**src/hw/scroll_pkg.sv**
```systemverilog
package scroll_pkg;

	// Scrolled beam position, low three bits of h are the pixel phase
	typedef struct packed {
		logic [8:0] h;
		logic [8:0] v;
	} scroll_pos_t;

	// CPU scroll offsets
	typedef struct packed {
		logic [8:0] hpos;
		logic [8:0] vpos;
	} scroll_ofs_t;

	// Attribute byte in the upper half of tile RAM
	typedef struct packed {
		logic [1:0] code_hi;	// Tile code bits 9..8
		logic       vflip;
		logic       hflip;	// Low means mirrored
		logic       spare;
		logic [2:0] pal;
	} tile_attr_t;

	typedef struct packed {
		logic [2:0] pal;
		logic [2:0] col;
	} pixel_t;

	// Tile RAM owner
	typedef enum logic [1:0] {
		ST_SCAN,
		ST_WINDOW,
		ST_READY
	} fetch_state_t;

endpackage

```
**src/hw/scroll_regs.sv**
```systemverilog
`timescale 1ns/1ps

module scroll_regs(
	input  logic                     clk,
	input  logic                     reset,
	input  logic                     scrpos_cs,
	input  logic [3:0]               cpu_addr,
	input  logic [7:0]               cpu_din,
	output scroll_pkg::scroll_ofs_t  ofs
);

	always_ff @(posedge clk) begin
		if (reset) begin
			ofs <= '0;
		end else if (scrpos_cs && cpu_addr[3]) begin
			case (cpu_addr[2:0])
				3'd0: ofs.hpos[7:0] <= cpu_din;
				3'd1: ofs.hpos[8]   <= cpu_din[0];
				3'd2: ofs.vpos[7:0] <= cpu_din;
				3'd3: ofs.vpos[8]   <= cpu_din[0];
				default: ;	// Other offsets not decoded
			endcase
		end
	end

endmodule

```
**config.mk**
```make
export PLATFORM = sky130hd
export DESIGN_NAME = scroll_regs
export DESIGN_NICKNAME = d
export VERILOG_FILES = /design/src/hw/scroll_pkg.sv /design/src/hw/scroll_regs.sv
export SDC_FILE = /design/constraint.sdc
export NUM_CORES = 1
export LEC_CHECK = 0
export ABC_AREA = 0
export BUFFER_PORTS_ARGS = -buffer_cell sky130_fd_sc_hd__buf_2
export CAP_MARGIN = 0
export CORE_MARGIN = 8
export CORE_UTILIZATION = 49
export DETAILED_ROUTE_END_ITERATION = 12
export PLACE_DENSITY_LB_ADDON = 0.12
export REMOVE_ABC_BUFFERS = 1
export SLEW_MARGIN = 20
export SYNTH_ARGS = -nofsm -noshare
export SYNTH_HDL_FRONTEND = slang
export SYNTH_SLANG_ARGS = --single-unit
```
**constraint.sdc**
```tcl
create_clock -name clk -period 3.55 [get_ports clk]
set_clock_uncertainty 0.15 [all_clocks]
set_input_delay 0.355 -clock clk [delete_from_list [all_inputs] [get_ports clk]]
set_output_delay 0.355 -clock clk [all_outputs]
set_load 0.02 [all_outputs]
```
==> flow_summary.ini <==
[synth]
yosysTopAreaCell = dfxtp_1
synth_common_cells = nand2b_1, dfxtp_1, mux2i_1, clkbuf_1
synth_edf_count = 0
syn_avg_cell_area_sq_um = 11.0
ys_top_cells_by_area = dfxtp_1, mux2i_1, nand2b_1
synth-seq-cells = 18
yosys_warnings = 0
async_reset_ff_share_pct = 0
yosysUniqueCellTypes = 14
netlist.area_leader.share_pct = 44.4
yosysMostFrequentCell = nand2b_1
ys.flop_type = dfxtp_1
ys_seq_area_share_pct = 44.4
syn_area_sq_um = 811
synthCells = 74

[sta]
period_minus_slack_ns = 1.33
slew_violations = 0
layout_setup_ws_ns = 2.22
finalSetupViolations = 0
fin_setup_tns_ns = 0
hold_violations = 0
fin_crit_sh_pct = 37.4
tightest_slew_ns = 0.514
timing.fmax_mhz = 752
slew_headroom_pct = 65.6
rsz0062_at_grt = false

[die]
num_rows = 14
die_x_microns = 56.7
start_util_pct = 53.2
io_pins = 33
core_sq_mm = 0.00152
dieArea_sq_mm = 0.00321
die_y_microns = 56.7

[power_and_ir_drop]
ir_worst_vdd_mv = 0.230
p_leak_uw = 0.000491
power_density_mw_per_mm2 = 343

[route]
final_antenna_net_count = 0
drt_iter0_markers = 4
drc = 0
routed_wl_microns = 1630
via_per_inst = 5.05
post_drt_wl_per_cell_microns = 13.5
drt-pass1-iter-count = 4
vias = 611

[layout]
reg.largest.list = ofs: 18 flops
regMostFlops = ofs
diodes = 0
largest_register_ffs = 18
drive_gt1_share_pct = 37.1
utilization_pct = 64.9
area_growth_syn_to_layout_pct = 22.1
finalInstanceArea_sq_um = 990
fin_nets = 122

[cts]
clock_path_buffers = 2
cts.clk_slew.worst_paths_ns = 0.10
h-tree-depth = 1
clockRootBuffer = clkbuf_4
post_cts_resized = 0
cts_sinks = 18
post_cts_buffers = 0
postCtsHoldBufs = 0
tritoncts = yes
insertion_delay_ns = 0.28
numCtsBuffers = 3

[place]
hpwlAfterDp_microns = 1310
pre_cts_ws_ns = 1.91
postPlaceCellArea_sq_um = 967
portBuffers = 32
routabilityCongestion = 0.656

[grt]
grt_pass1_wl_microns = 2840
grt-ovfl-total = 0
antenna_found_initial = 0
grtUsageTotal_pct = 10.3
grt_max_degree = 27
grt_pass1_vias = 701

[job]
drv_cap = 0

[worst_setup_path]
cp_max_fo = 5
cp.arrival_ns = 1.35
worstSetupEndpointType = flip-flop
crit_type = input pin to flip-flop
required_ns = 3.57
startpoint_type = input pin

[worst_hold_path]
min_path_type = input pin to flip-flop

[status]
status = complete, no violations
[cell families after synthesis]
family,after synthesis,share of synthesized area (%)
AND/OR/NAND/NOR,34,30.4
multiplexers,18,22.2
flip-flops,18,44.4
buffers and inverters,4,2.93
[path summary, 6_finish.rpt]
kind              to   startpoint  cells past startpoint  slack (ns)
max reg2reg  ofs[11]      ofs[11]                      2        2.78
max          ofs[11]  cpu_addr[2]                      3        2.22
min           ofs[7]   cpu_din[7]                      3        0.20
min reg2reg   ofs[6]       ofs[6]                      2        0.33
[per-stage QoR]
stage          cells  hold slack (ns)  total power [uW]
2_1_floorplan     70            0.381               229
6_report         121            0.195               339
4_1_cts          121            0.200               341
3_5_place_dp     118            0.320               246
5_1_grt          121            0.211               352
3_3_place_gp     118            0.306               245
[worst max-delay path, stage by stage]
cell	delay, ns
buf_2	0.13
or4_1	0.68
mux2i_1	0.17
[power by group]
group	internal, uW	total [uW]	switching [uW]
clock network	39.3	98.4	59.0
logic	17.3	35.4	18.1
registers	204	206	1.22
[layout by cell type (no fill, tap or decap)]
| cell type | count |
|---|---|
| or3b_1 | 1 |
| and2b_2 | 1 |
| buf_2 | 32 |
| or4_1 | 1 |
| nand4_1 | 1 |
| nor4b_4 | 1 |
| nor4_2 | 1 |
| mux2i_1 | 18 |
| nand2_2 | 1 |
| clkbuf_4 | 3 |
| nand2b_1 | 26 |
| dfxtp_1 | 18 |
| or4b_1 | 1 |
[per-layer routing]
metal	track usage, %	vias up	part of all wire [%]
met5	0	-	0
met4	3.78	0	0.55
met3	4.94	2	8.5
met2	18.7	16	51
met1	9.73	280	39
li1	-	313	-
[final cells by class]
cell class / count / area, sq um
Clock buffer: 3 / 22.5
Fill cell: 131 / 534
Multi-Input combinational cell: 52 / 427
Sequential cell: 18 / 360
Tap cell: 16 / 20.0
Timing Repair Buffer: 32 / 160
No activity file was read; power rests on OpenSTA's default activity.
