$ cat src/hw/scroll_pkg.sv
package scroll_pkg;

	// Scrolled beam position, low three bits of h are the pixel phase
	typedef struct packed {
		logic [8:0] h;
		logic [8:0] v;
	} scroll_pos_t;

	// CPU scroll offsets
	typedef struct packed {
		logic [8:0] hpos;
		logic [8:0] vpos;
	} scroll_ofs_t;

	// Attribute byte in the upper half of tile RAM
	typedef struct packed {
		logic [1:0] code_hi;	// Tile code bits 9..8
		logic       vflip;
		logic       hflip;	// Low means mirrored
		logic       spare;
		logic [2:0] pal;
	} tile_attr_t;

	typedef struct packed {
		logic [2:0] pal;
		logic [2:0] col;
	} pixel_t;

	// Tile RAM owner
	typedef enum logic [1:0] {
		ST_SCAN,
		ST_WINDOW,
		ST_READY
	} fetch_state_t;

endpackage

$ cat src/hw/scroll_position.sv
`timescale 1ns/1ps

module scroll_position(
	input  logic                     clk,
	input  logic                     reset,
	input  logic [8:0]               h,
	input  logic [7:0]               v,
	input  logic                     flip,
	input  scroll_pkg::scroll_ofs_t  ofs,
	output scroll_pkg::scroll_pos_t  pos
);

	logic [8:0] hf;
	logic [7:0] vf;
	logic [8:0] hsum;
	logic [8:0] vsum;

	assign hf = {h[8], h[7:0] ^ {8{flip}}};
	assign vf = v ^ {8{flip}};

	always_comb begin
		hsum = ofs.hpos + hf;	// Wraps at 9 bits
		vsum = ofs.vpos + {1'b0, vf};
	end

	// Phase bits turned back so the pixel timer still counts up when flipped
	always_ff @(posedge clk) begin
		if (reset) begin
			pos <= '0;
		end else begin
			pos.h <= {hsum[8:3], hsum[2:0] ^ {3{flip}}};
			pos.v <= vsum;
		end
	end

endmodule

$ cat config.mk
export PLATFORM = sky130hd
export DESIGN_NAME = scroll_position
export DESIGN_NICKNAME = d
export VERILOG_FILES = /design/src/hw/scroll_pkg.sv /design/src/hw/scroll_position.sv
export SDC_FILE = /design/constraint.sdc
export NUM_CORES = 1
export LEC_CHECK = 0
export BUFFER_PORTS_ARGS = -buffer_cell sky130_fd_sc_hd__buf_2
export CAP_MARGIN = 5
export CELL_PAD_IN_SITES_DETAIL_PLACEMENT = 1
export CELL_PAD_IN_SITES_GLOBAL_PLACEMENT = 2
export CORE_ASPECT_RATIO = 0.75
export CORE_MARGIN = 10
export CORE_UTILIZATION = 29
export DETAILED_ROUTE_END_ITERATION = 12
export PLACE_DENSITY = 0.83
export SYNTH_ARGS = -nofsm -noshare
export SYNTH_HDL_FRONTEND = slang
export SYNTH_SLANG_ARGS = --single-unit
$ cat constraint.sdc
create_clock -name clk -period 4.4 [get_ports clk]
set_clock_uncertainty 0.15 [all_clocks]
set_input_delay 0.88 -clock clk [delete_from_list [all_inputs] [get_ports clk]]
set_output_delay 0.88 -clock clk [all_outputs]
set_load 0.02 [all_outputs]
==> impl_metrics.csv <==
group,metric,value,unit
outcome,status,"finished, final reports clean",
floorplan,initial_core_util,30.5,%
placement,portBuffers,55,
detailed_routing,drcViolationCount,0,
logic_synthesis,ys_async_sr_fraction,0,%
logic_synthesis,ys_seq_elements,18,
pwr,switchingPower,0.000221,W
sta,worstMarginPinSlew,0.531,ns
final_layout,nets,262,
worst_setup_path,critical_path_required,4.45,ns
pwr,clkPwrFrac,23.7,%
worst_setup_path,critPathMaxFanout,19,
sta,rsz0062_at_grt,"no",
sta,hold_viol_final,0,
sta,fin_crit_sh,67.6,%
clock_network,cts_tree,"done",
worst_hold_path,min_from,"ofs[8]",
global_routing,grt_max_degree,32,
global_routing,grt_pass1_vias,1380,
logic_synthesis,avgSynthCellArea,9.17,um2
pwr,pwr-share-comb,43.7,%
sta,fmax,336,MHz
detailed_routing,wirelength,4.05,mm
logic_synthesis,syn_area,1390,um2
global_routing,antenna_found_initial,0,
logic_synthesis,synth_edf_count,0,
sta,finalSetupTns,0,ns
clock_network,cts_hold_buffers,0,
detailed_routing,ant_nets,0,
pwr,cellPowerDensity,343,nW/um2
detailed_routing,vias,1275,
pwr,power_frac_seq,32.6,%
sta,slew_viol_final,0,
detailed_routing,wire_per_inst,15.5,um
final_layout,largestRegisters,"pos (18)",
final_layout,regMostFlops,"pos",
clock_network,cts_htree_levels,1,
pwr,swShare,36.5,%
placement,place_area,1710,um2
worst_hold_path,worstHoldEndpoint,"pos[8]",
global_routing,grt_remaining_overflow,0,
clock_network,path_clk_slew,0.09,ns
clock_network,cts_resized,0,
global_routing,grtUsageTotal,10.1,%
final_layout,layout-drive-gt1-share,30.7,%
clock_network,cts_root_buffer,"clkbuf_8",
final_layout,fillerInstances,554,
worst_setup_path,crit_type,"input pin to flop",
floorplan,coreArea,4550,um2
clock_network,post_cts_buffers,0,
job,drv_cap,0,
sta,relSlewSlack,64.6,%
pwr,p_leak,0.844,nW
pwr,intPower,0.000383,W
floorplan,die_h,79.9,um
clock_network,clockBufferDepth,2,
floorplan,dieArea,7970,um2
floorplan,row_count,21,
logic_synthesis,synth_flop_cell,"dfxtp_1",
floorplan,io_pins,56,
global_routing,grt_pass1_wl,6.75,mm
worst_setup_path,end_kind,"flop",
clock_network,cts_buffers,3,
final_layout,fin_area,1760,um2
worst_setup_path,crit_arrival,3.03,ns
worst_hold_path,hold_path_class,"input pin to flop",
logic_synthesis,netlist-cell-type-count,38,
logic_synthesis,syn_nets,207,
detailed_routing,viasPerCell,4.87,
floorplan,dieWidth,99.8,um
logic_synthesis,syn_inst,151,
final_layout,area_growth,27.3,%
detailed_routing,dr.pass1.iters,4,
final_layout,num_antenna_cells,0,
logic_synthesis,seq_area_frac_synth,26.0,%
sta,setup_viol,0,
final_layout,largest_reg_flops,18,
logic_synthesis,ys_warn_count,0,
worst_setup_path,start_kind,"input pin",
pwr,vdd_ir_drop_max,0.138,mV
placement,dp_hpwl,3.34,mm
placement,place_congestion,0.738,
worst_hold_path,worstHoldPathCells,3,
clock_network,clock_sinks,18,
detailed_routing,drtIter0Drc,43,
sta,period_needed,2.98,ns
through the flow:
step / instances / hold WS [ns] / total power [W] / utilization (%) / setup WS (ns)
6_report: 262 / 0.805 / 0.000604 / 38.8 / 1.43
5_1_grt: 262 / 0.826 / 0.000650 / 38.8 / 1.22
4_1_cts: 262 / 0.806 / 0.000613 / 38.8 / 1.39
3_5_place_dp: 258 / 1.07 / 0.000467 / 37.6 / 1.14
3_3_place_gp: 258 / 1.08 / 0.000465 / 37.6 / 1.20
2_1_floorplan: 151 / 0.927 / 0.000386 / - / 1.26
power groups by stage:
stage / combinational (W) / clock (W) / sequential, W
after floorplan: 0.000148 / 0 / 0.000238
after global placement: 0.000264 / 0 / 0.000200
after detailed placement: 0.000267 / 0 / 0.000201
after CTS: 0.000268 / 0.000148 / 0.000197
after global routing: 0.000296 / 0.000155 / 0.000199
final: 0.000264 / 0.000143 / 0.000197
synth_stat cells (all sizes together), types with 2 or more instances:
| cell type | number | area share [%] |
|---|---|---|
| a211oi | 6 | 3.6 |
| xor2 | 18 | 11 |
| o311ai | 2 | 1.3 |
| or3b | 2 | 1.3 |
| o21ai | 9 | 3.3 |
| o21a | 2 | 1.1 |
| a21o | 3 | 1.6 |
| nor3b | 4 | 2.2 |
| ha | 16 | 14 |
| mux2 | 3 | 2.4 |
| buf | 5 | 1.7 |
| nor2 | 15 | 4.1 |
| a211o | 2 | 1.3 |
| a21oi | 3 | 1.1 |
| nor2b | 6 | 3.3 |
| fa | 2 | 2.9 |
| o21bai | 4 | 2.2 |
| nand2b | 3 | 1.4 |
| nand2 | 2 | 0.54 |
| nor3 | 6 | 2.2 |
| inv | 3 | 0.81 |
| xnor2 | 5 | 3.2 |
| o31a | 3 | 1.9 |
| dfxtp | 18 | 26 |
per-layer routing:
metal	vias to the layer above	track usage (%)	share of wire (%)
met2	34	15.1	42
met1	587	13.2	49
li1	652	-	-
met4	0	1.29	0.27
met5	-	0	0
met3	2	4.50	8.3
layout make-up:
cell class | count | area, um2 | area share [%]
flip-flops and latches | 18 | 360 | 20.4
well taps | 57 | 71.3 | 4.05
multi-input cells | 125 | 990 | 56.1
repair buffers | 55 | 275 | 15.6
clock buffers | 4 | 55.1 | 3.12
inverters | 3 | 11.3 | 0.639
cell families (layout without fill, tap and decap cells):
group           count (synthesis)  count (layout)  share of synthesized area (%)
simple gates                   42              42                           16.9
fa+ha+maj                      18              18                           17.3
xor+xnor                       23              23                           14.5
buf+inv                         8              62                           2.53
flops                          18              18                           26.0
compound gates                 39              39                           20.2
mux                             3               3                           2.44
critical path, stage by stage:
cell and delay (ns):
buf_2 0.42, xor2_1 0.14, ha_1 0.25, fa_1 0.44, a211oi_2 0.27, o21bai_1 0.13
a2111o_1 0.42, o21ai_1 0.08
worst max-delay path by stage:
stage,start,endpoint,slack [ns]
floorplan,flip,pos[17],1.26
global placement,flip,pos[7],1.20
detailed placement,flip,pos[17],1.14
CTS,flip,pos[17],1.39
global route,flip,pos[8],1.22
finish,flip,pos[17],1.43
placed cells by master, fill, tap and decap left out, types with 3 or more instances in the layout:
| cell | synthesis | routed |
|---|---|---|
| nand2b_1 | 3 | 3 |
| a211oi_1 | 5 | 5 |
| o21bai_1 | 4 | 4 |
| o21ai_0 | 7 | 7 |
| buf_2 | 4 | 55 |
| nor2_1 | 15 | 15 |
| xnor2_1 | 5 | 5 |
| o31a_1 | 3 | 3 |
| inv_1 | 3 | 3 |
| nor2b_1 | 5 | 5 |
| dfxtp_1 | 18 | 18 |
| mux2_1 | 3 | 3 |
| xor2_1 | 18 | 18 |
| ha_1 | 16 | 16 |
| nor3_1 | 6 | 6 |
| a21oi_1 | 3 | 3 |
| a21o_1 | 3 | 3 |
| nor3b_1 | 4 | 4 |
| clkbuf_8 | 0 | 4 |
Power figures use the tool's default switching activity.
