===== config.mk =====
export PLATFORM = sky130hd
export DESIGN_NAME = pixel_shifter
export DESIGN_NICKNAME = d
export VERILOG_FILES = /design/src/hw/scroll_pkg.sv /design/src/hw/pixel_shifter.sv
export SDC_FILE = /design/constraint.sdc
export NUM_CORES = 1
export LEC_CHECK = 0
export BUFFER_PORTS_ARGS = -buffer_cell sky130_fd_sc_hd__buf_4
export CAP_MARGIN = 5
export CORE_ASPECT_RATIO = 1.4
export CORE_UTILIZATION = 45
export DETAILED_ROUTE_END_ITERATION = 7
export GPL_ROUTABILITY_DRIVEN = 1
export PLACE_DENSITY = 0.7
export SYNTH_ARGS = -nofsm -noshare
export SYNTH_HDL_FRONTEND = slang
export SYNTH_SLANG_ARGS = --single-unit

===== constraint.sdc =====
create_clock -name clk -period 1.15 [get_ports clk]
set_input_delay 0.115 -clock clk [delete_from_list [all_inputs] [get_ports clk]]
set_output_delay 0.115 -clock clk [all_outputs]
set_load 0.05 [all_outputs]

===== src/hw/scroll_pkg.sv =====
package scroll_pkg;

	// Scrolled beam position, low three bits of h are the pixel phase
	typedef struct packed {
		logic [8:0] h;
		logic [8:0] v;
	} scroll_pos_t;

	// CPU scroll offsets
	typedef struct packed {
		logic [8:0] hpos;
		logic [8:0] vpos;
	} scroll_ofs_t;

	// Attribute byte in the upper half of tile RAM
	typedef struct packed {
		logic [1:0] code_hi;	// Tile code bits 9..8
		logic       vflip;
		logic       hflip;	// Low means mirrored
		logic       spare;
		logic [2:0] pal;
	} tile_attr_t;

	typedef struct packed {
		logic [2:0] pal;
		logic [2:0] col;
	} pixel_t;

	// Tile RAM owner
	typedef enum logic [1:0] {
		ST_SCAN,
		ST_WINDOW,
		ST_READY
	} fetch_state_t;

endpackage


===== src/hw/pixel_shifter.sv =====
`timescale 1ns/1ps

module pixel_shifter(
	input  logic                clk,
	input  logic                reset,
	input  logic [2:0]          phase,
	input  logic [23:0]         rom_data,
	input  logic [2:0]          pal,
	input  logic                mirror,
	output scroll_pkg::pixel_t  pixel
);
	import scroll_pkg::*;

	// Load to first pixel out, giving 16 clocks from the ROM address update
	localparam int DELAY = 11;

	logic [2:0][7:0]        planes;
	logic [2:0]             pal_cur;
	logic                   mirror_cur;
	pixel_t                 out_px;
	pixel_t [DELAY-1:0]     dly;

	always_comb begin
		out_px.pal = pal_cur;
		if (mirror_cur)
			out_px.col = {planes[0][0], planes[1][0], planes[2][0]};
		else
			out_px.col = {planes[0][7], planes[1][7], planes[2][7]};
	end

	always_ff @(posedge clk) begin
		if (reset) begin
			planes     <= '0;
			pal_cur    <= '0;
			mirror_cur <= 1'b0;
		end else if (phase == 3'd0) begin
			planes     <= rom_data;
			pal_cur    <= pal;
			mirror_cur <= mirror;
		end else begin
			for (int i = 0; i < 3; i++) begin
				if (mirror_cur)
					planes[i] <= {1'b0, planes[i][7:1]};
				else
					planes[i] <= {planes[i][6:0], 1'b0};
			end
		end
	end

	always_ff @(posedge clk) begin
		if (reset)
			dly <= '0;
		else
			dly <= {dly[DELAY-2:0], out_px};
	end

	assign pixel = dly[DELAY-1];

endmodule


==> results of run 1 <==
==> power by group through the flow <==
stage / combinational (mW) / sequential, mW / clock, mW
floorplan: 0.199 / 3.40 / 0
global placement: 0.332 / 3.41 / 0
detailed placement: 0.339 / 3.41 / 0
CTS: 0.340 / 3.33 / 2.46
global route: 0.378 / 3.34 / 2.62
finish: 0.342 / 3.33 / 2.42
==> area by class of cell <==
class                           instances  area [µm²]
Timing Repair Buffer                   58       439.2
Sequential cell                        94        1883
Clock buffer                           10       137.6
Tap cell                               92       115.1
Fill cell                             617        2869
Multi-Input combinational cell        152        1121
Clock inverter                          6       91.34
==> sequential cells by signal (all words and copies together), names as in the netlist <==
register    cells
dly            60
planes         24
pixel           6
pal_cur         3
mirror_cur      1
==> worst max-delay path: stages (launching register included) <==
cell,delay (ps)
sky130_fd_sc_hd__dfxtp_2,340
sky130_fd_sc_hd__buf_6,130
sky130_fd_sc_hd__or3b_2,450
sky130_fd_sc_hd__mux2i_1,120
==> final timing paths <==
check	start	end	slack (ps)	cells after the start
min reg2reg	dly[58]	pixel[4]	440	1
max	mirror_cur	planes[15]	50	3
max reg2reg	mirror_cur	planes[15]	50	3
min	rom_data[7]	planes[7]	40	3
==> metrics by stage <==
step	setup TNS, ps	hold slack (ps)	instance area, µm²
finish	0	41.48	3787
global route	-7.884	50.35	3787
CTS	0	25.07	3767
detailed placement	0	417.8	3538
global placement	0	400.9	3538
floorplan	0	195.9	3153
==> routing by layer <==
| layer | global-route usage | wire, µm |
|---|---|---|
| met2 | 0.2473 | 2309 |
| met1 | 0.1878 | 2235 |
| met3 | 0.03900 | 143 |
| met5 | 0 | 0 |
| met4 | 0.08145 | 123 |
==> synthesized netlist by cell type <==
cell type	count
sky130_fd_sc_hd__nand2b_1	3
sky130_fd_sc_hd__dfxtp_1	94
sky130_fd_sc_hd__a21oi_1	4
sky130_fd_sc_hd__nor3_2	1
sky130_fd_sc_hd__or3b_2	3
sky130_fd_sc_hd__mux2_2	3
sky130_fd_sc_hd__or4b_2	4
sky130_fd_sc_hd__or3_4	1
sky130_fd_sc_hd__o311ai_0	3
sky130_fd_sc_hd__a211oi_1	18
sky130_fd_sc_hd__nor4_1	18
sky130_fd_sc_hd__buf_1	1
sky130_fd_sc_hd__nor2b_1	66
sky130_fd_sc_hd__nor2_1	3
sky130_fd_sc_hd__clkbuf_1	16
sky130_fd_sc_hd__mux2i_1	24
sky130_fd_sc_hd__buf_2	4
sky130_fd_sc_hd__buf_4	6
sky130_fd_sc_hd__o31ai_1	1
sky130_fd_sc_hd__buf_6	3
==> logic make-up after synthesis <==
logic type      Yosys count  synth area share
mux                      27           0.08697
simple gates             99            0.2041
flops                    94            0.5973
compound gates           26           0.05997
buf+inv                  30           0.05163
==> results by group, run 1 <==
Place
  – Placed wire-length estimate: 3.255 mm
  – I/O Buffers: 38
  – Pre-CTS setup slack: 9.068 ps
  – Placer's final routability congestion estimate: 0.7844
  – Placed insts: 396

Setup path
  – Element type at the critical path start: register
  – Arrival time worst endpoint: 1380 ps
  – Critical setup path kind: reg2reg
  – Worst-path maximum fanout: 6
  – Worst EP required: 1430 ps
  – Nature of the critical path endpoint: register

Logic synthesis
  – Average cell area after synthesis: 11.41 µm²
  – Biggest area contributors in the synthesized netlist: sky130_fd_sc_hd__dfxtp_1, sky130_fd_sc_hd__nor2b_1, sky130_fd_sc_hd__mux2i_1, sky130_fd_sc_hd__a211oi_1, sky130_fd_sc_hd__nor4_1
  – Post-synthesis net count: 309
  – YS warnings: 0
  – Top-area cell type share of the netlist area: 0.5973
  – Cell count after synthesis: 276
  – FF+latch count, synth: 94
  – Most area-hungry cell type in the Yosys netlist: sky130_fd_sc_hd__dfxtp_1
  – Netlist Area Pre-Place: 3151 µm²
  – Seq/Total Area, Yosys: 0.5973
  – Distinct cells, synth: 20

STA
  – Final Hold Vio Count: 0
  – Worst slew pin tran: 425.7 ps
  – Final-report setup violation count: 0
  – Unrepaired setup endpoints after global routing: true
  – Number of slew-limit violations in the final report: 0
  – Highest Clock Rate: 908.7 MHz
  – Post-route fraction of the period consumed by the critical path: 0.9569
  – Final WS setup: 49.51 ps
  – Headroom to the max-slew limit: 0.7136
  – Post-layout min period: 1100 ps
  – Maximum clock skew at final layout: 5.418 ps

Drt
  – Count of routing violations after the opening detailed-route iteration: 55
  – Detailed-route via count: 1953
  – Ratio of routed vias to standard cells: 4.740
  – Detailed-route wire length per cell: 11.68 µm
  – Post-route ant nets: 0
  – DRC violation count after routing: 0
  – First-pass DRT Iterations: 4
  – Detailed Route WL: 4.812 mm

Clock tree
  – Post-CTS Hold Buffers: 0
  – Cts bufs inserted: 9
  – Total of cells resized after clock tree synthesis: 0
  – Cell at the root of the clock tree: sky130_fd_sc_hd__clkbuf_8
  – Clock transition time at the flip-flop clock pins of the worst setup and hold paths: 90 ps
  – TritonCTS clock tree: done
  – Deepest level of the CTS H-tree: 3
  – Maximum buffer depth of the clock tree: 2
  – Post-CTS Setup Inserts: 0
  – Sink Count: 94
  – Clock latency at the later pin of the worst-skew pair: 350 ps

Power and ir drop
  – Final Power: 6.089 mW
  – Register share of total power: 0.547
  – Leakage: 1.442 nW
  – Power Internal: 4.785 mW
  – Switching share of power: 0.2141
  – Clock network power share: 0.397
  – Switch Pwr: 1.304 mW
  – Comb pwr share: 0.056
  – Largest voltage drop on the vdd net: 777.9 µV
  – Power Dens Cells: 1608 nW/µm²

Cells and area
  – Share of cells above drive strength 1: 0.2781
  – Most frequent cells in the layout: sky130_fd_sc_hd__dfxtp_1, sky130_fd_sc_hd__nor2b_1, sky130_fd_sc_hd__buf_4
  – Final std cells w/o fill: 412
  – Most common cell after layout, fill and taps aside: sky130_fd_sc_hd__dfxtp_1
  – # diodes: 0
  – Signed area change from the synthesized netlist to the final layout: 20.21%
  – Core Util, Final: 0.5690
  – # nets final: 348

Die
  – Std-Cell Core Area: 6656 µm²
  – Floorplan die width: 72.72 µm
  – Initial standard-cell utilization of the core: 0.4733
  – Placement Rows: 35
  – Total I/O pin count: 39
  – Overall die area: 7344 µm²
  – Floorplan die height: 101 µm

Outcome
  – Status: finished, final reports clean

Global routing
  – Wire length of the first global-routing pass: 8.549 mm
  – Initial antenna violation count: 0
  – Vias in the first global route: 1902
  – Maximum number of pins on one net before global-route repair: 29
  – Total track usage: 0.1538
  – Overflow left after global routing: 0

Job
  – Max-cap violation count: 0

Min path
  – Tightest Hold Check Type: in2reg
Note: power is estimated with default switching activity, not from simulation.
==> run 2, diff against run 1 <==
==> constraint.sdc (replaced) <==
create_clock -name clk -period 1.15 [get_ports clk]
set_input_delay 0.23 -clock clk [delete_from_list [all_inputs] [get_ports clk]]
set_output_delay 0.23 -clock clk [all_outputs]
set_load 0.05 [all_outputs]
==> run 2 against run 1 <==
Effect of this change:
- sequential share of layout area down 0.23 points
- combinational power up 5%
- largest power group unchanged
- cell count down 0.49%
==> results by group, run 2 (synthesis results as in run 1) <==
Outcome
  – Status: finished, final reports clean

Cells and area
  – # nets final: 347 (-0.29%)
  – Signed area change from the synthesized netlist to the final layout: 20.77%
  – Share of cells above drive strength 1: 0.3019 (+0.02376)
  – Most common cell after layout, fill and taps aside: sky130_fd_sc_hd__dfxtp_1
  – Max reg flops: 60 (unchanged)
  – Post-route cell area: 3805 µm² (+0.46%)
  – Most frequent cells in the layout: sky130_fd_sc_hd__dfxtp_1, sky130_fd_sc_hd__nor2b_1, sky130_fd_sc_hd__buf_4
  – Number of fill cells in the layout: 619 (+0.32%)
  – # diodes: 0 (unchanged)
  – Register with the most flip-flops: dly

STA
  – Number of slew-limit violations in the final report: 0 (unchanged)
  – Maximum clock skew at final layout: 9.884 ps (+4.466 ps)
  – Highest Clock Rate: 924.3 MHz (+1.7%)
  – Headroom to the max-slew limit: 0.7535 (+0.03995)
  – Worst slew pin tran: 366.4 ps (-59.38 ps)
  – Final Hold Vio Count: 0 (unchanged)
  – Post-layout min period: 1082 ps (-18.55 ps)
  – Final-report setup violation count: 0 (unchanged)
  – Post-route fraction of the period consumed by the critical path: 0.9408 (-0.01613)

Setup path
  – Nature of the critical path endpoint: output pin
  – Ordered list of cells on the worst path: buf_4
  – Kind of cell with the highest combined delay on the critical path: flip-flops
  – Worst reg2reg startpoint: mirror_cur
  – Worst EP required: 920 ps (-510 ps)
  – Arrival time worst endpoint: 850 ps (-530 ps)
  – Worst-case register-to-register setup slack: 80 ps (+30 ps)
  – Worst R2R Path Depth: 4 (+1)
  – End of the critical path: pixel[0]
  – Start point of the critical path: pixel[0]
  – Cell depth of the worst setup path: 1 (-2)
  – Worst-path maximum fanout: 1 (-5)
  – CP bufs+invs: 1 (unchanged)
  – Element type at the critical path start: register
  – Critical setup path kind: reg2out
  – Delay of the slowest critical-path stage: 320 ps (-130 ps)
  – Worst R2R End: planes[5]
  – Slowest CP cell: sky130_fd_sc_hd__dfxtp_1

Clock tree
  – Deepest level of the CTS H-tree: 3 (unchanged)
  – Clock transition time at the flip-flop clock pins of the worst setup and hold paths: 80 ps (about the same)
  – Sink Count: 94 (unchanged)
  – Post-CTS Hold Buffers: 0 (unchanged)
  – TritonCTS clock tree: done
  – Cell at the root of the clock tree: sky130_fd_sc_hd__clkbuf_8
  – Cts bufs inserted: 9 (unchanged)
  – Clock latency at the later pin of the worst-skew pair: 350 ps (about the same)
  – Maximum buffer depth of the clock tree: 2 (unchanged)

Drt
  – DRC violation count after routing: 0 (unchanged)
  – Detailed-route via count: 1953 (unchanged)
  – Ratio of routed vias to standard cells: 4.763 (+0.49%)
  – Met1 wire length: 2.192 mm (-1.9%)
  – Total met3 wirelength after detailed routing: 175 µm (+22%)
  – First-pass DRT Iterations: 5 (+1)
  – Detailed-route wire length per cell: 11.68 µm (about the same)
  – Routed met2 length: 2.332 mm (+1.0%)
  – Highest Signal Layer: met4
  – Post-route ant nets: 0 (unchanged)
  – Count of routing violations after the opening detailed-route iteration: 53 (-3.6%)
  – Detailed Route WL: 4.790 mm (-0.46%)

Global routing
  – Total track usage: 0.1516 (-0.002239)
  – Vias in the first global route: 1926 (+1.3%)
  – Maximum number of pins on one net before global-route repair: 33 (+14%)
  – Overflow left after global routing: 0 (unchanged)
  – Wire length of the first global-routing pass: 8.328 mm (-2.6%)
  – Initial antenna violation count: 0 (unchanged)

Job
  – Max-cap violation count: 0 (unchanged)

Die
  – Floorplan die height: 101 µm (unchanged)
  – Placement Rows: 35 (unchanged)
  – Std-Cell Core Area: 6656 µm² (unchanged)
  – Floorplan die width: 72.72 µm (unchanged)
  – Initial standard-cell utilization of the core: 0.4733 (unchanged)
  – Overall die area: 7344 µm² (unchanged)
  – Total I/O pin count: 39 (unchanged)

Min path
  – Tightest Hold Check Type: in2reg
  – Hold depth: 3 (unchanged)

Place
  – I/O Buffers: 38 (unchanged)
  – Placer's final routability congestion estimate: 0.8044 (+2.5%)
  – Placed wire-length estimate: 3.196 mm (-1.8%)
  – Area of placed instances: 3587 µm² (+1.4%)

Power and ir drop
  – Largest voltage drop on the vdd net: 740.4 µV (-4.8%)
  – Power Dens Cells: 1532 nW/µm² (-4.7%)
  – Final Power: 5.829 mW (-4.3%)
  – Leakage: 1.434 nW (-0.56%)
## run 2: cell types whose count changed in the layout (fill, tap and decap cells not counted), sizes merged
cell and delta:
inv -1, clkinvlp +1, bufinv -1, buf -1
## run 2: repair_timing
| action | 4_1_cts | 5_1_grt |
|---|---|---|
| setup endpoints to repair | 1 | 9 |
| pin swaps | 0 | 1 |
| buffers inserted | 0 | 0 |
| gates resized for setup | 1 | 6 |
## run 2: worst min path at each step
stage | endpoint | slack (ps) | from
after floorplan | dly[3] | 310 | reset
after global placement | dly[16] | 420 | dly[10]
after detailed placement | dly[10] | 420 | dly[4]
after CTS | planes[15] | 130 | rom_data[15]
after global routing | planes[23] | 140 | rom_data[23]
final | planes[15] | 150 | rom_data[15]
## run 2: power by group
group / internal [mW] / switching (mW) / total (mW) / leakage (nW)
logic: 0.187 / 0.173 / 0.360 / 0.573
registers: 3.31 / 0.0240 / 3.33 / 0.761
clock network: 1.06 / 1.08 / 2.14 / 0.100
## run 2: area by class of cell
| cell class | count | area [µm²] | share of cell area |
|---|---|---|---|
| Timing Repair Buffer | 57 | 435.4 | 0.1144 |
| Sequential cell | 94 | 1883 | 0.4949 |
| Tap cell | 92 | 115.1 | 0.03025 |
| Clock buffer | 10 | 137.6 | 0.03617 |
| Multi-Input combinational cell | 152 | 1175 | 0.3088 |
| Clock inverter | 5 | 58.81 | 0.01546 |
## run 2: metrics by stage
step           hold slack (ps)    util  instances  setup TNS (ps)  setup WS, ps
3_3_place_gp             417.6  0.5389        395           -1213        -87.04
3_5_place_dp             421.2  0.5389        395           -1761        -122.2
4_1_cts                  131.3  0.5690        410               0         15.47
6_report                 149.4  0.5716        410               0         68.06
2_1_floorplan            310.9       -        276          -793.7        -68.25
5_1_grt                  139.6  0.5716        410          -2.048        -2.048
## run 2: per-layer routing
layer	vias up	global-route usage
met2	43	0.2473
met1	894	0.1733
met4	0	0.09050
met5	-	0
li1	1008	-
met3	8	0.04500
