<file path="config.mk">
export PLATFORM = sky130hd
export DESIGN_NAME = tile_fetch_fsm
export DESIGN_NICKNAME = d
export VERILOG_FILES = /design/src/hw/scroll_pkg.sv /design/src/hw/tile_fetch_fsm.sv
export SDC_FILE = /design/constraint.sdc
export NUM_CORES = 1
export LEC_CHECK = 0
export BUFFER_PORTS_ARGS = -buffer_cell sky130_fd_sc_hd__buf_4
export CAP_MARGIN = 5
export CORE_ASPECT_RATIO = 0.75
export CORE_MARGIN = 2
export CORE_UTILIZATION = 40
export DETAILED_ROUTE_END_ITERATION = 8
export PLACE_DENSITY = 0.81
export RECOVER_POWER = 100
export REMOVE_ABC_BUFFERS = 1
export SYNTH_ARGS = -nofsm -noshare
export SYNTH_HDL_FRONTEND = slang
export SYNTH_SLANG_ARGS = --single-unit
</file>
<file path="constraint.sdc">
create_clock -name clk -period 1.8 [get_ports clk]
set_clock_uncertainty 0.15 [all_clocks]
set_input_delay 0.18 -clock clk [delete_from_list [all_inputs] [get_ports clk]]
set_output_delay 0.18 -clock clk [all_outputs]
set_load 0.02 [all_outputs]
</file>
<file path="src/hw/scroll_pkg.sv">
package scroll_pkg;

	// Scrolled beam position, low three bits of h are the pixel phase
	typedef struct packed {
		logic [8:0] h;
		logic [8:0] v;
	} scroll_pos_t;

	// CPU scroll offsets
	typedef struct packed {
		logic [8:0] hpos;
		logic [8:0] vpos;
	} scroll_ofs_t;

	// Attribute byte in the upper half of tile RAM
	typedef struct packed {
		logic [1:0] code_hi;	// Tile code bits 9..8
		logic       vflip;
		logic       hflip;	// Low means mirrored
		logic       spare;
		logic [2:0] pal;
	} tile_attr_t;

	typedef struct packed {
		logic [2:0] pal;
		logic [2:0] col;
	} pixel_t;

	// Tile RAM owner
	typedef enum logic [1:0] {
		ST_SCAN,
		ST_WINDOW,
		ST_READY
	} fetch_state_t;

endpackage

</file>
<file path="src/hw/tile_fetch_fsm.sv">
`timescale 1ns/1ps

module tile_fetch_fsm(
	input  logic                     clk,
	input  logic                     reset,
	input  scroll_pkg::scroll_pos_t  pos,
	input  logic                     flip,
	input  logic                     scr_cs,
	input  logic                     rd,
	input  logic [10:0]              cpu_addr,
	output logic [10:0]              ram_addr,
	output logic                     ram_we,
	input  logic [7:0]               ram_q,
	output logic                     cpu_ready,
	output logic [14:0]              rom_addr,
	output logic [2:0]               pal,
	output logic                     mirror
);
	import scroll_pkg::*;

	fetch_state_t state;
	logic [2:0]   phase;
	logic [7:0]   code_lo;
	tile_attr_t   attr;
	logic         tile_mirror;
	logic         row_flip;
	logic [2:0]   pal_next;
	logic         mirror_next;

	assign phase       = pos.h[2:0];
	assign attr        = tile_attr_t'(ram_q);
	assign tile_mirror = ~attr.hflip ^ flip;
	assign row_flip    = attr.vflip ^ flip;

	// Scan owns phases 0..3, CPU window sits in 4..7
	always_comb begin
		if (state == ST_SCAN) begin
			ram_addr = {pos.h[1], pos.h[8:4], pos.v[8:4]};	// Attribute half at phases 2,3
			ram_we   = 1'b0;
		end else begin
			ram_addr = cpu_addr;
			ram_we   = scr_cs && !rd;
		end
	end

	assign cpu_ready = !scr_cs || state == ST_READY;

	always_ff @(posedge clk) begin
		if (reset) begin
			state <= ST_SCAN;
		end else begin
			case (state)
				ST_SCAN:
					if (phase == 3'd3 && scr_cs)
						state <= ST_WINDOW;
				ST_WINDOW:
					if (phase == 3'd5)
						state <= ST_READY;
				ST_READY:
					if (phase == 3'd7)
						state <= ST_SCAN;
				default:
					state <= ST_SCAN;
			endcase
		end
	end

	// Code and attribute capture
	always_ff @(posedge clk) begin
		if (phase == 3'd1)
			code_lo <= ram_q;
		if (phase == 3'd3) begin
			pal_next    <= attr.pal;
			mirror_next <= tile_mirror;
		end
	end

	always_ff @(posedge clk) begin
		if (reset) begin
			rom_addr <= '0;
			pal      <= '0;
			mirror   <= 1'b0;
		end else begin
			if (phase == 3'd3)
				rom_addr <= {attr.code_hi, code_lo, pos.h[3] ^ tile_mirror,
					pos.v[3:0] ^ {4{row_flip}}};
			// Handed over just before the shifter loads this tile's word
			if (phase == 3'd7) begin
				pal    <= pal_next;
				mirror <= mirror_next;
			end
		end
	end

endmodule

</file>
==> flow_metrics.env, run 1 <==
export IMPL_worst_hold_startpoint="pos[1]"
export IMPL_slew_hr_pct=65.1
export IMPL_cp_data_required_time_ns=1.47
export IMPL_reg2reg_launch_point="state[1]$_SDFFE_PP0P_"
export IMPL_ys_top_cells_by_area="sky130_fd_sc_hd__dfxtp_1 31%, sky130_fd_sc_hd__edfxtp_1 27%, sky130_fd_sc_hd__mux2_2 9.1%"
export IMPL_dieHeight_um=54.5
export IMPL_final_util_pct=62.0
export IMPL_period_needed_ns=1.76
export IMPL_ant_nets=0
export IMPL_finalSetupViolCount=0
export IMPL_r2r_cells=2
export IMPL_synth_warning_count=0
export IMPL_floorplan_initialDensity_pct=41.6
export IMPL_io_pin_count=74
export IMPL_worst_slack_ns=0.0408
export IMPL_clk_insertion_delay_late_ns=0.28
export IMPL_fillCellCount=280
export IMPL_worst_slew_pin_transition_ns=0.522
export IMPL_pre_cts_slack_ns=0.315
export IMPL_synth_ff_type="sky130_fd_sc_hd__dfxtp_1"
export IMPL_ys_ff_latch=33
export IMPL_hold_path_class="primary input to flop"
export IMPL_seq_area_frac_synth_pct=57.5
export IMPL_drt_first_iter_violations=63
export IMPL_critical_path_max_fanout=6
export IMPL_worst_ir_drop_vdd_mv=0.493
export IMPL_post_synth_instance_area_um2=1360
export IMPL_max_cap_viols=0
export IMPL_final_max_slew_violation_count=0
export IMPL_cts_htree_levels=2
export IMPL_crit_path_leading_delay_family="flip-flops"
export IMPL_hold_path_cell_count=3
export IMPL_power_per_cell_area_nw_per_um2=804
export IMPL_crit_reg2reg_capture="state[1]$_SDFFE_PP0P_"
export IMPL_globalRouteOverflowTotal=0
export IMPL_total_die_area_um2=3880
export IMPL_timing_critical_path_arrival_ns=1.43
export IMPL_postSynth_asyncResetShare_pct=0
export IMPL_fin_crit_sh_pct=97.7
export IMPL_die_width_um=71.3
export IMPL_timing_fmax_mhz=568
export IMPL_post_drt_via_cell_ratio=4.76
export IMPL_crit_slowest_cell="sky130_fd_sc_hd__dfxtp_1"
export IMPL_cts_root_buf="sky130_fd_sc_hd__clkbuf_8"
export IMPL_first_global_vias=1066
export IMPL_endpoint_kind="output pin"
export IMPL_layout_area_overhead_vs_synth_pct=49.2
export IMPL_gr_usage_all_layers_pct=17.9
export IMPL_totalWireLength_um=3530
export IMPL_synth_largest_area_cell="sky130_fd_sc_hd__dfxtp_1"
export IMPL_post_route_drc_count=0
export IMPL_firstDrtPassIters=4
export IMPL_antenna_violations_before_repair=0
export IMPL_synth_enable_flop_cells=12
export IMPL_clock_sinks=33
export IMPL_postSynthAreaPerCell_um2=11.2
export IMPL_critical_path_max_stage_delay_ns=0.37
export IMPL_dp_hpwl_um=2600
export IMPL_synth_top_area_share_pct=31.0
export IMPL_critical_path_startpoint_type="flop"
export IMPL_synth_commonest_cells="21 x sky130_fd_sc_hd__dfxtp_1, 21 x sky130_fd_sc_hd__nand2_1, 12 x sky130_fd_sc_hd__edfxtp_1"
export IMPL_vias=1180
export IMPL_avgRoutedWirePerCell_um=14.2
export IMPL_row_count=18
export IMPL_reg2reg_slack_ns=0.71
export IMPL_power_static_leakage_nw=0.836
export IMPL_tritoncts_num_buffers=5
export IMPL_grt_start_max_net_pins=23
export IMPL_criticalPathCategory="flop to output pin"
export IMPL_clock_tree_buffer_depth=2
export IMPL_n_antenna_cell=0
export IMPL_numPortBuffers=73
export IMPL_run_status="finished clean"
export IMPL_report_final_hold_viol_count=0
export IMPL_critPathLaunch="state[1]$_SDFFE_PP0P_"
export IMPL_core_region_area_um2=3270
export IMPL_layout_drive_gt1_share_pct=34.1
export IMPL_place_congestion=0.772
export IMPL_nets=249
export IMPL_syn_instance_count=121
export IMPL_synthDistinctLibCells=27
export IMPL_grt_pass1_wl_um=5160
export IMPL_critical_path_n_buffers_inverters=2
export IMPL_clk_pin_slew_ns=0.06
export IMPL_worstHoldEndpoint="rom_addr[1]$_SDFFE_PP0N_"
export IMPL_cts_tree="done"
export IMPL_crit_chain="nor2_4 -> buf_6 -> mux2_2 -> buf_4"
==> worst register-to-register path, cell delays in order, from the launching register on <==
cell	delay, ns
sky130_fd_sc_hd__dfxtp_1	0.37
sky130_fd_sc_hd__or3_1	0.38
sky130_fd_sc_hd__a21oi_1	0.12
==> registers in the layout, indices dropped and copies added (netlist names) <==
register,flops
rom_addr,15
pal_next,3
state,2
pal,3
mirror_next,1
mirror,1
code_lo,8
==> layout by cell type (no fill, tap or decap), drive strengths merged <==
master and n:
nand2b 2, a21oi 11, a31oi 1, nor3 1
clkbuf 38, edfxtp 12, nand2 21, nand3b 6
mux2i 4, nand3 1, or3 1, dfxtp 21
nor2 7, a2bb2oi 1, o21ai 5, nor3b 1
xor2 4, buf 45, inv 2, xnor2 3
clkinv 1, mux2 11, dlygate4sd3 8, a211oi 1
==> repair_timing <==
| item | 4_1_cts | 5_1_grt |
|---|---|---|
| gates resized for setup | 0 | 7 |
| buffers inserted | 0 | 0 |
| hold buffers | 8 | 0 |
| endpoints found under the setup margin | 0 | 11 |
| hold endpoints to repair | 12 | 0 |
==> worst max-delay path by stage <==
stage | endpoint | slack, ns | cells after the start
after floorplan | ram_addr[0] | 0.15 | 2
after global placement | ram_addr[2] | 0.36 | 4
after detailed placement | ram_addr[8] | 0.31 | 4
after CTS | ram_addr[8] | 0.005 | 4
after global routing | ram_addr[4] | -0.02 | 4
final | ram_addr[8] | 0.04 | 4
==> layer usage <==
metal	vias to the layer above	share of wire (%)	track usage, %
met2	26	52	30.4
li1	588	-	-
met4	0	0.48	4.72
met5	-	0	0
met1	564	43	22.8
met3	2	3.9	5.34
==> report_power, final <==
part	switching, mW	internal (mW)
registers	0.0135	0.805
logic	0.142	0.149
clock network	0.250	0.269
==> through the flow <==
| stage | hold WS (ns) | cell area [um2] | setup TNS (ns) | power (mW) | std cells |
|---|---|---|---|---|---|
| 2_1_floorplan | 0.0991 | 1330 | 0 | 0.964 | 116 |
| 3_3_place_gp | 0.214 | 1940 | 0 | 1.11 | 231 |
| 3_5_place_dp | 0.220 | 1940 | 0 | 1.13 | 231 |
| 4_1_cts | 0.0297 | 2100 | 0 | 1.65 | 247 |
| 5_1_grt | 0.0465 | 2030 | -0.0894 | 1.70 | 248 |
| 6_report | 0.0376 | 2030 | 0 | 1.63 | 248 |
==> logic make-up (layout without fill, tap and decap cells) <==
logic type | Yosys count | in the layout | synth area share [%]
buffers and inverters | 7 | 94 | 2.58
XOR/XNOR | 7 | 7 | 5.62
multiplexers | 15 | 15 | 12.1
AND/OR/NAND/NOR | 40 | 40 | 14.7
AO/OA/AOI/OAI | 19 | 19 | 7.56
flip-flops | 33 | 33 | 57.5
==> area by class of cell <==
cell class	instances	area [um2]	share of cell area, %
tap	40	50.0	2.47
multi-input combinational	81	542	26.7
inverter	2	7.51	0.371
clock inverter	1	3.75	0.185
timing repair buffer	84	564	27.9
clock buffer	7	76.3	3.77
sequential	33	782	38.6
Power figures use the tool's default switching activity.
==> run 2, diff against run 1 <==
CORE_UTILIZATION = 35   (was 40)
HOLD_SLACK_MARGIN = 0.15   (was not set)
PLACE_DENSITY = 0.73   (was 0.81)
==> flow_metrics.env, run 2 (same netlist as run 1, synthesis figures left out) <==
export IMPL_run_status="finished clean"
export IMPL_crit_chain="nor2_4 -> buf_6 -> mux2_2 -> buf_4"
export IMPL_first_global_vias=1164
export IMPL_clock_sinks=33
export IMPL_critical_path_startpoint_type="flop"
export IMPL_layout_drive_gt1_share_pct=35.2
export IMPL_mostFrequentLayoutCell="sky130_fd_sc_hd__buf_4"
export IMPL_n_antenna_cell=0
export IMPL_die_width_um=75.9
export IMPL_nets=257
export IMPL_firstDrtPassIters=4
export IMPL_timing_critical_path_arrival_ns=1.40
export IMPL_period_needed_ns=1.73
export IMPL_row_count=19
export IMPL_numPortBuffers=73
export IMPL_fillCellCount=348
export IMPL_report_final_hold_viol_count=0
export IMPL_unrepaired_setup_endpoints_after_global_routing="no"
export IMPL_clock_tree_buffer_depth=2
export IMPL_critical_path_max_stage_delay_ns=0.36
export IMPL_vias=1216
export IMPL_timing_fmax_mhz=577
export IMPL_finalSetupViolCount=0
export IMPL_grt_pass1_wl_um=5580
export IMPL_fin_crit_sh_pct=96.3
export IMPL_globalRouteOverflowTotal=0
export IMPL_post_route_drc_count=0
export IMPL_critical_path_max_fanout=6
export IMPL_max_cap_viols=0
export IMPL_crit_path_leading_delay_family="flip-flops"
export IMPL_worst_ir_drop_vdd_mv=0.599
export IMPL_critical_path_n_buffers_inverters=2
export IMPL_dp_hpwl_um=2450
export IMPL_cts_tree="done"
export IMPL_final_instance_count_excl_fill=268
export IMPL_clk_insertion_delay_late_ns=0.27
export IMPL_placedCellCount=243
export IMPL_criticalPathCategory="flop to output pin"
export IMPL_power_static_leakage_nw=0.882
export IMPL_place_congestion=0.799
export IMPL_totalWireLength_um=3570
export IMPL_grt_start_max_net_pins=23
export IMPL_io_pin_count=74
export IMPL_core_region_area_um2=3680
export IMPL_floorplan_initialDensity_pct=36.8
export IMPL_slew_hr_pct=65.3
export IMPL_ant_nets=0
export IMPL_layout_common_cells="38 x sky130_fd_sc_hd__buf_4, 25 x sky130_fd_sc_hd__clkbuf_1, 21 x sky130_fd_sc_hd__nand2_1"
export IMPL_clk_pin_slew_ns=0.06
export IMPL_hold_path_class="primary input to flop"
export IMPL_cts_root_buf="sky130_fd_sc_hd__clkbuf_8"
export IMPL_layout_area_overhead_vs_synth_pct=57.8
export IMPL_finalSetupTns_ns=0
export IMPL_final_max_slew_violation_count=0
export IMPL_crit_slowest_cell="sky130_fd_sc_hd__dfxtp_2"
export IMPL_max_flop_register="rom_addr"
export IMPL_total_die_area_um2=4400
export IMPL_avgRoutedWirePerCell_um=13.3
export IMPL_antenna_violations_before_repair=0
export IMPL_cts_htree_levels=2
export IMPL_worst_slew_pin_transition_ns=0.520
export IMPL_cp_data_required_time_ns=1.47
export IMPL_gr_usage_all_layers_pct=16.4
export IMPL_layout_top_registers="rom_addr: 15 flops, code_lo: 8 flops"
export IMPL_power_per_cell_area_nw_per_um2=798
export IMPL_drt_first_iter_violations=41
export IMPL_post_drt_via_cell_ratio=4.54
export IMPL_number_of_flip_flops_under_the_largest_register_name=15
export IMPL_tritoncts_num_buffers=5
export IMPL_dieHeight_um=57.9
export IMPL_endpoint_kind="output pin"
## run 2: changes by cell type in the layout (fill, tap and decap cells not counted), sizes merged
cell         delta
buf             -1
clkbuf          +1
dlygate4sd3     +8
## run 2: through the flow
step | total power [mW] | worst slack, ns | util, % | cell area [um2] | hold slack [ns]
after global routing | 1.78 | 0.0108 | 58.1 | 2140 | 0.250
after floorplan | 0.964 | 0.149 | - | 1330 | 0.0991
after global placement | 1.12 | 0.323 | 53.1 | 1960 | 0.209
after CTS | 1.75 | 0.0126 | 60.6 | 2230 | 0.202
final | 1.71 | 0.0673 | 58.1 | 2140 | 0.212
after detailed placement | 1.12 | 0.296 | 53.1 | 1960 | 0.210
## run 2: layout make-up
class / count / area [um2] / area share, %
Clock inverter: 1 / 5.00 / 0.234
Timing Repair Buffer: 92 / 632 / 29.5
Inverter: 2 / 12.5 / 0.584
Sequential cell: 33 / 782 / 36.5
Tap cell: 52 / 65.1 / 3.04
Clock buffer: 7 / 96.3 / 4.50
Multi-Input combinational cell: 81 / 549 / 25.6
## run 2: final timing paths
path,endpoint,from,slack (ns),cells past startpoint
worst max-delay path,ram_addr[8],state[0]$_SDFFE_PP0P_,0.07,4
worst min-delay path,state[1]$_SDFFE_PP0P_,pos[9],0.21,4
worst max register to register,state[1]$_SDFFE_PP0P_,state[0]$_SDFFE_PP0P_,0.69,3
worst min register to register,rom_addr[14]$_SDFFE_PP0N_,rom_addr[14]$_SDFFE_PP0N_,0.31,2
## run 2: repair_timing
| item | in CTS | in global routing |
|---|---|---|
| cloned | 1 | 0 |
| buffers inserted | 0 | 0 |
| hold buffers | 16 | 0 |
| hold endpoints to repair | 33 | 0 |
| setup endpoints to repair | 3 | 12 |
| gates resized for setup | 3 | 6 |
| pin swaps | 0 | 1 |
## run 2: report_power, final
| part | internal (mW) | switching, mW |
|---|---|---|
| clock | 0.345 | 0.245 |
| combinational | 0.157 | 0.144 |
| sequential | 0.805 | 0.0131 |
| total | 1.31 | 0.402 |
## run 2: worst min-delay path, cell delays in order
cell and delay, ns:
sky130_fd_sc_hd__buf_4 0.13, sky130_fd_sc_hd__nand2b_1 0.10, sky130_fd_sc_hd__or3_1 0.11, sky130_fd_sc_hd__a21oi_1 0.06
## run 2: routing by layer
layer	vias to the layer above	part of all wire (%)	global-route usage [%]	wire, um
met5	-	0	0	0
li1	610	-	-	-
met3	6	3.2	4.21	115
met4	0	1.6	6.23	58
met1	578	45	21.2	1610
met2	22	50	27.2	1780
